==> src/console_tx_queue.sv <==
`default_nettype none

module console_tx_queue #(
   parameter int QUEUE_DEPTH = 4,
   parameter int TX_CREDITS  = 2
) (
   input wire         clk,
   input wire         arst_n,
   input wire         push,
   input wire [7:0]   push_data,
   output logic       full,
   output logic [7:0] tx_data,
   output logic       tx_valid,
   input wire         tx_credit,   // one pulse per byte freed by the receiver
   output logic       overflow
);

   localparam int PTR_W = (QUEUE_DEPTH > 1) ? $clog2(QUEUE_DEPTH) : 1;
   localparam int CNT_W = $clog2(QUEUE_DEPTH + 1);
   localparam int CRD_W = $clog2(TX_CREDITS + 1);

   logic [7:0]       fifo_mem [QUEUE_DEPTH];
   logic [PTR_W-1:0] wr_ptr;
   logic [PTR_W-1:0] rd_ptr;
   logic [CNT_W-1:0] count;
   logic [CRD_W-1:0] credits;
   logic             accept;
   logic             pop;

   // wrap at the depth, which need not be a power of two
   function automatic logic [PTR_W-1:0] ptr_next(input logic [PTR_W-1:0] ptr);
      if (ptr == PTR_W'(QUEUE_DEPTH - 1)) begin
         return '0;
      end
      return ptr + 1'b1;
   endfunction

   assign full   = (count == CNT_W'(QUEUE_DEPTH));
   assign accept = push && !full;                     // dropped when full
   assign pop    = (count != '0) && (credits != '0);

   assign tx_valid = pop;
   assign tx_data  = fifo_mem[rd_ptr];

   always_ff @(posedge clk) begin
      if (accept) begin
         fifo_mem[wr_ptr] <= push_data;
      end
   end

   always_ff @(posedge clk or negedge arst_n) begin
      if (!arst_n) begin
         wr_ptr   <= '0;
         rd_ptr   <= '0;
         count    <= '0;
         credits  <= CRD_W'(TX_CREDITS);   // receiver buffer starts empty
         overflow <= 1'b0;
      end else begin
         if (accept) begin
            wr_ptr <= ptr_next(wr_ptr);
         end
         if (pop) begin
            rd_ptr <= ptr_next(rd_ptr);
         end
         case ({accept, pop})
            2'b10:   count <= count + 1'b1;
            2'b01:   count <= count - 1'b1;
            default: count <= count;
         endcase
         // return and send together cancel out
         case ({tx_credit, pop})
            2'b10:   credits <= credits + 1'b1;
            2'b01:   credits <= credits - 1'b1;
            default: credits <= credits;
         endcase
         if (push && full) begin
            overflow <= 1'b1;   // sticky until reset
         end
      end
   end

   // receiver never returns more than it was given
   a_credit_max : assert property (
      @(posedge clk) disable iff (!arst_n) credits <= CRD_W'(TX_CREDITS)
   );

   a_valid_needs_credit : assert property (
      @(posedge clk) disable iff (!arst_n) tx_valid |-> credits != '0
   );

endmodule

`default_nettype wire

==> config.mk <==
export PLATFORM = sky130hd
export DESIGN_NAME = console_tx_queue
export DESIGN_NICKNAME = d
export VERILOG_FILES = /design/src/console_tx_queue.sv
export SDC_FILE = /design/constraint.sdc
export NUM_CORES = 1
export LEC_CHECK = 0
export BUFFER_PORTS_ARGS = -buffer_cell sky130_fd_sc_hd__buf_2
export CORE_ASPECT_RATIO = 1.5
export CORE_MARGIN = 4
export CORE_UTILIZATION = 50
export CTS_BUF_LIST = sky130_fd_sc_hd__clkbuf_16
export CTS_CLUSTER_DIAMETER = 150
export DETAILED_ROUTE_END_ITERATION = 12
export PLACE_DENSITY_LB_ADDON = 0.3
export RECOVER_POWER = 50
export SLEW_MARGIN = 20
export SYNTH_ARGS = -nofsm -noshare
export SYNTH_HDL_FRONTEND = slang
export SYNTH_SLANG_ARGS = --single-unit
==> constraint.sdc <==
create_clock -name clk -period 2.1 [get_ports clk]
set_input_delay 0.21 -clock clk [delete_from_list [all_inputs] [get_ports clk]]
set_output_delay 0.21 -clock clk [all_outputs]
set_load 0.005 [all_outputs]
==> impl_metrics.toml, run 1 <==
[run_status]
outcome = "completed"

[critical_path]
ff2ff_setup_slack_ns = 0.13
timing.critical_path.required_ns = 2.26
r2r_start = "count[1]"
capturing_point_of_the_worst_reg2reg_path = "count[1]"
setup.worst_path.start_class = "flip-flop"
timing.setup.critical_path_class = "flip-flop to flip-flop"
timing.reg2reg.worst_path_depth = 7
crit_fanout = 3
signal_arrival_time_at_the_worst_endpoint_ns = 2.12
timing.critical_path.to_type = "flip-flop"

[grt]
grt_pass1_wl_um = 4600
first_global_vias = 956
globalRoute.totalOverflow = 0
largest_net_degree_at_the_start_of_global_routing = 14
initial_antenna_violation_count = 0
overall_routing_resource_usage_pct = 14.2

[placed_design]
post-dp-hpwl_um = 1980
placed_area_um2 = 1910
placement.setup.worst_slack_ns = 0.0456
port_buffers = 22
finalWeightedCongestion = 0.750

[logic_synthesis]
synthCells = 88
postSynthRegisterBits = 42
post-synth-top-area-fraction_pct = 55.3
yosys.cell_count.top_type = "sky130_fd_sc_hd__edfxtp_1"
syn_avg_cell_area_um2 = 19.8
edff_count_synth = 32
number_of_distinct_library_cell_variants_in_the_gate_level_netlist_after_synthesis = 22
synth_seq_area_share_pct = 69.7
synth_nets = 108
ys_async_sr_fraction_pct = 23.8
netlist.top_cell.by_area = "sky130_fd_sc_hd__edfxtp_1"
syn-cell-area_um2 = 1740
synth_top_cells_by_count = "32 x sky130_fd_sc_hd__edfxtp_1, 9 x sky130_fd_sc_hd__dfrtp_1, 8 x sky130_fd_sc_hd__mux4_2"
ys_top_cells_by_area = "sky130_fd_sc_hd__edfxtp_1 55%, sky130_fd_sc_hd__dfrtp_1 13%, sky130_fd_sc_hd__mux4_2 10%, sky130_fd_sc_hd__ha_1 5.0%, sky130_fd_sc_hd__xnor2_1 2.0%"
predominant_post_synthesis_flop_cell = "sky130_fd_sc_hd__edfxtp_1"
yosys_warnings = 0

[pwr]
pwr_density_cell_nw_per_um2 = 1560
total_leakage_power_nw = 0.793
ir_worst_vdd_mv = 0.891

[die]
ios = 23
floorplan.initialDensity_pct = 51.4
dieArea_um2 = 4510
floorplan.die.height_um = 80.2
placementRows = 26
coreArea_um2 = 3380
dieWidth_um = 56.2

[route]
vias_per_cell = 5.26
detailed_route_wire_length_on_metal_1_um = 952
wl_per_cell_um = 16.8
detail_route.wirelength_um = 2760
met2_wirelength_um = 1610
detail_route.iter0.violations = 16
detail-route-antenna-nets = 0
route.detailed.drc = 0
dr_total_vias = 863
wl_met3_um = 125
route.top_layer_used = "met4"
drtPass1Iterations = 4

[sta]
layout_worst_path_cycle_share_pct = 93.8
tns_ns = 0
rsz0062_at_grt = "false"
finalWorstPathRequiredPeriod_ns = 1.97
max_clock_freq_mhz = 508
tightestPinTransition_ns = 0.566
finalWorstSetupSlack_ns = 0.131
final_hold_vios = 0
final_setup_violation_count = 0
slew_headroom_pct = 62.2
final-max-slew-violation-count = 0
fin_skew_ns = 0.00513

[clock_network]
tritoncts = "yes"
h-tree-depth = 2
ctsRootBufferMaster = "sky130_fd_sc_hd__clkbuf_16"
maximum_root_to_sink_buffer_count = 2
clock_insertion_delay_worst_skew_ns = 0.28
numCtsBuffers = 5
cts.sinks = 42
path_clk_slew_ns = 0.06

[cells_and_area]
fill_cells = 270
syn_to_final_growth_pct = 20.6
nNetsFinal = 141
post-route-util_pct = 62.0
antenna_cells = 0
drive_gt1_share_pct = 33.6
area_of_combinational_cells_with_multiple_inputs_um2 = 510
final-seq-area_um2 = 1220
design_area_um2 = 2100

[min_path]
worstHoldEndpoint = "overflow"
hold_removal_path_class = "primary input to flip-flop"
hold_path_startpoint = "push"
worstHoldPathCells = 2

[flow_run]
timing.max_cap.violations = 0
[per-stage QoR]
stage                     std cells  power, W  hold WS (ns)
final                           164   0.00328         0.159
after global routing            164   0.00350         0.159
after CTS                       161   0.00328         0.141
after detailed placement        152   0.00244        0.0878
after global placement          152   0.00235        0.0831
after floorplan                  88   0.00207       -0.0856
[cell type report]
cell class	count	share of cell area, %
Clock buffer	5	5.96
Clock inverter	3	1.79
Inverter	5	0.894
Multi-Input combinational cell	39	24.3
Sequential cell	42	58.0
Tap cell	42	2.50
Timing Repair Buffer	28	6.56
[placed cells by master, fill, tap and decap left out, types with 3 or more instances in the layout]
| master | instances |
|---|---|
| sky130_fd_sc_hd__edfxtp_1 | 32 |
| sky130_fd_sc_hd__clkbuf_1 | 12 |
| sky130_fd_sc_hd__buf_2 | 12 |
| sky130_fd_sc_hd__mux4_2 | 8 |
| sky130_fd_sc_hd__ha_1 | 7 |
| sky130_fd_sc_hd__dfrtp_1 | 6 |
| sky130_fd_sc_hd__inv_1 | 5 |
| sky130_fd_sc_hd__clkbuf_16 | 5 |
| sky130_fd_sc_hd__and2_1 | 4 |
| sky130_fd_sc_hd__xnor2_1 | 4 |
| sky130_fd_sc_hd__nor2_1 | 3 |
| sky130_fd_sc_hd__dfrtp_2 | 3 |
| sky130_fd_sc_hd__buf_4 | 3 |
[sequential cells by signal (all words and copies together) (netlist names)]
register and count:
count 3, rd_ptr 2, overflow 1, fifo_mem 32, wr_ptr 2, credits 2
[worst max-delay path by stage]
stage / startpoint / to / slack (ns) / depth (start not counted)
finish: count[1] / count[1] / 0.13 / 7
CTS: count[0] / count[2] / 0.04 / 7
global placement: count[0] / count[2] / 0.17 / 7
detailed placement: count[0] / count[2] / 0.05 / 7
floorplan: count[0] / count[2] / 0.08 / 7
global route: count[1] / count[1] / 0.04 / 7
[cell families (layout without fill, tap and decap cells)]
logic type | count (synthesis) | in the layout | synth area share (%)
fa+ha+maj | 8 | 8 | 6.19
mux | 12 | 12 | 13.4
xor+xnor | 6 | 6 | 3.02
flops | 42 | 42 | 69.7
buf+inv | 7 | 41 | 1.58
compound gates | 3 | 3 | 1.87
simple gates | 10 | 10 | 4.24
[layer usage]
layer	vias up	track usage, %
met3	6	3.22
met5	-	0
met1	440	13.9
met2	23	27.0
li1	394	-
met4	0	7.84
[critical path: stages (launching register included)]
cell,delay [ns]
sky130_fd_sc_hd__dfrtp_2,0.43
sky130_fd_sc_hd__buf_4,0.15
sky130_fd_sc_hd__nor3b_4,0.25
sky130_fd_sc_hd__nor2b_4,0.06
sky130_fd_sc_hd__inv_1,0.06
sky130_fd_sc_hd__ha_1,0.19
sky130_fd_sc_hd__fa_1,0.43
sky130_fd_sc_hd__mux2_2,0.27
[report_power, final]
part	switching (W)	internal, W	total, W
clock	0.000273	0.000551	0.000824
sequential	0.000196	0.00116	0.00136
combinational	0.000480	0.000620	0.00110
total	0.000949	0.00233	0.00328
[repair_timing]
item	CTS	global route
resized for setup	0	5
hold buffers	1	0
endpoints found under the setup margin	0	2
hold endpoints to repair	9	0
buffers inserted	0	3
No activity file was read; power rests on OpenSTA's default activity.
==> run 2: changes to the inputs <==
--- a/config.mk
+++ b/config.mk
@@ -14,3 +14,3 @@
 export DETAILED_ROUTE_END_ITERATION = 12
-export PLACE_DENSITY_LB_ADDON = 0.3
+export PLACE_DENSITY = 0.73
 export RECOVER_POWER = 50
--- a/constraint.sdc
+++ b/constraint.sdc
@@ -3,2 +3,2 @@
 set_output_delay 0.21 -clock clk [all_outputs]
-set_load 0.005 [all_outputs]
+set_load 0.05 [all_outputs]
==> impl_metrics.toml, run 2 (synthesis gave the netlist of run 1 again) <==
[run_status]
outcome = "completed"

[die]
floorplan.die.height_um = 80.2
coreArea_um2 = 3380
dieArea_um2 = 4510
floorplan.initialDensity_pct = 51.4
dieWidth_um = 56.2
ios = 23
placementRows = 26

[placed_design]
port_buffers = 22
finalWeightedCongestion = 0.698
post-dp-hpwl_um = 1900

[critical_path]
timing.reg2reg.worst_path_depth = 7
signal_arrival_time_at_the_worst_endpoint_ns = 2.13
r2r_start = "count[1]"
timing.setup.critical_path_class = "flip-flop to flip-flop"
ff2ff_setup_slack_ns = 0.13
timing.critical_path.to_type = "flip-flop"
capturing_point_of_the_worst_reg2reg_path = "count[2]"
timing.critical_path.required_ns = 2.26
crit_fanout = 4
setup.worst_path.start_class = "flip-flop"

[sta]
final-max-slew-violation-count = 0
tightestPinTransition_ns = 0.599
layout_worst_path_cycle_share_pct = 93.9
rsz0062_at_grt = "false"
slew_headroom_pct = 60.1
finalWorstPathRequiredPeriod_ns = 1.97
max_clock_freq_mhz = 507
timing.hold.ws_ns = 0.154
final_setup_violation_count = 0
final_hold_vios = 0
fin_skew_ns = 0.00552

[route]
route.detailed.drc = 0
drtPass1Iterations = 4
wl_per_cell_um = 16.3
detail_route.wirelength_um = 2650
vias_per_cell = 5.18
dr_total_vias = 845
detail_route.iter0.violations = 15
detail-route-antenna-nets = 0

[grt]
first_global_vias = 912
globalRoute.totalOverflow = 0
initial_antenna_violation_count = 0
grt_pass1_wl_um = 4450
overall_routing_resource_usage_pct = 13.8
largest_net_degree_at_the_start_of_global_routing = 13

[clock_network]
h-tree-depth = 2
ctsRootBufferMaster = "sky130_fd_sc_hd__clkbuf_16"
path_clk_slew_ns = 0.06
tritoncts = "yes"
numCtsBuffers = 5
clock_insertion_delay_worst_skew_ns = 0.28
maximum_root_to_sink_buffer_count = 2
cts.sinks = 42

[flow_run]
timing.max_cap.violations = 0

[cells_and_area]
top_regs = "fifo_mem: 32 flops, count: 3 flops"
registers.top_by_ff_count = "fifo_mem"
layout_common_cells = "32 x sky130_fd_sc_hd__edfxtp_1, 12 x sky130_fd_sc_hd__clkbuf_1, 12 x sky130_fd_sc_hd__buf_2"
nNetsFinal = 140
number_of_flip_flops_in_the_largest_register = 32
fill_cells = 285
drive_gt1_share_pct = 32.2
antenna_cells = 0
leading_cell_type_in_the_layout_fill_and_taps_excluded = "sky130_fd_sc_hd__edfxtp_1"
syn_to_final_growth_pct = 18.8

[min_path]
worstHoldPathCells = 2
hold_removal_path_class = "primary input to flip-flop"
hold_path_startpoint = "push"
worstHoldEndpoint = "overflow"
## run 2: cell count changes in the layout (fill, tap and decap cells not counted), sizes merged
cell,delta
bufinv,-1
buf,-1
clkinv,+1
## run 2: routing by layer
layer  routed length [µm]  vias up  GRT usage, %
li1                     -      395             -
met1                  974      419          14.1
met2                 1470       25          24.1
met3                  157        6          5.31
met4                   49        0          7.13
met5                    0        -             0
## run 2: area by class of cell
cell class                 count  area [µm²]  area share [%]
clock inverter                 3        12.5           0.606
clock buffer                   5         125            6.06
multi-input combinational     39         513            24.8
timing repair buffer          27         130            6.30
inverter                       5        18.8           0.909
sequential                    42        1210            58.8
tap                           42        52.6            2.54
## run 2: how the worst max path moves through the flow
stage / start / endpoint / slack (ns) / depth (start not counted)
after floorplan: count[1] / count[1] / -0.08 / 6
after global placement: count[1] / count[2] / 0.13 / 7
after detailed placement: count[0] / count[2] / 0.11 / 7
after CTS: count[1] / count[2] / 0.08 / 7
after global routing: count[1] / count[2] / 0.01 / 7
final: count[1] / count[2] / 0.13 / 7
## run 2: timing repair
item                                   4_1_cts  5_1_grt
hold buffers                                 1        0
setup buffers                                0        1
gates resized for setup                      0        1
endpoints found under the hold margin        9        0
setup endpoints to repair                    0        1
## run 2: metrics by stage
step | instance area [µm²] | std cells | util (%) | TNS (ns) | setup slack [ns]
floorplan | 1740 | 88 | - | -0.130 | -0.0754
global placement | 1920 | 153 | 56.7 | 0 | 0.132
detailed placement | 1920 | 153 | 56.7 | 0 | 0.111
CTS | 2070 | 162 | 61.1 | 0 | 0.0814
global route | 2070 | 163 | 61.1 | 0 | 0.0116
finish | 2070 | 163 | 61.1 | 0 | 0.128
## run 2: worst max-delay path, cell delays in order, from the launching register on
cell and delay (ns):
sky130_fd_sc_hd__dfrtp_1 0.46, sky130_fd_sc_hd__o32ai_4 0.31, sky130_fd_sc_hd__inv_2 0.07, sky130_fd_sc_hd__ha_2 0.21, sky130_fd_sc_hd__fa_1 0.43, sky130_fd_sc_hd__xnor2_1 0.17, sky130_fd_sc_hd__nor2_1 0.06, sky130_fd_sc_hd__xor2_1 0.14
Power of run 2 is not shown: default switching activity piles up to over one toggle a cycle in this logic, so the estimate is an artifact.
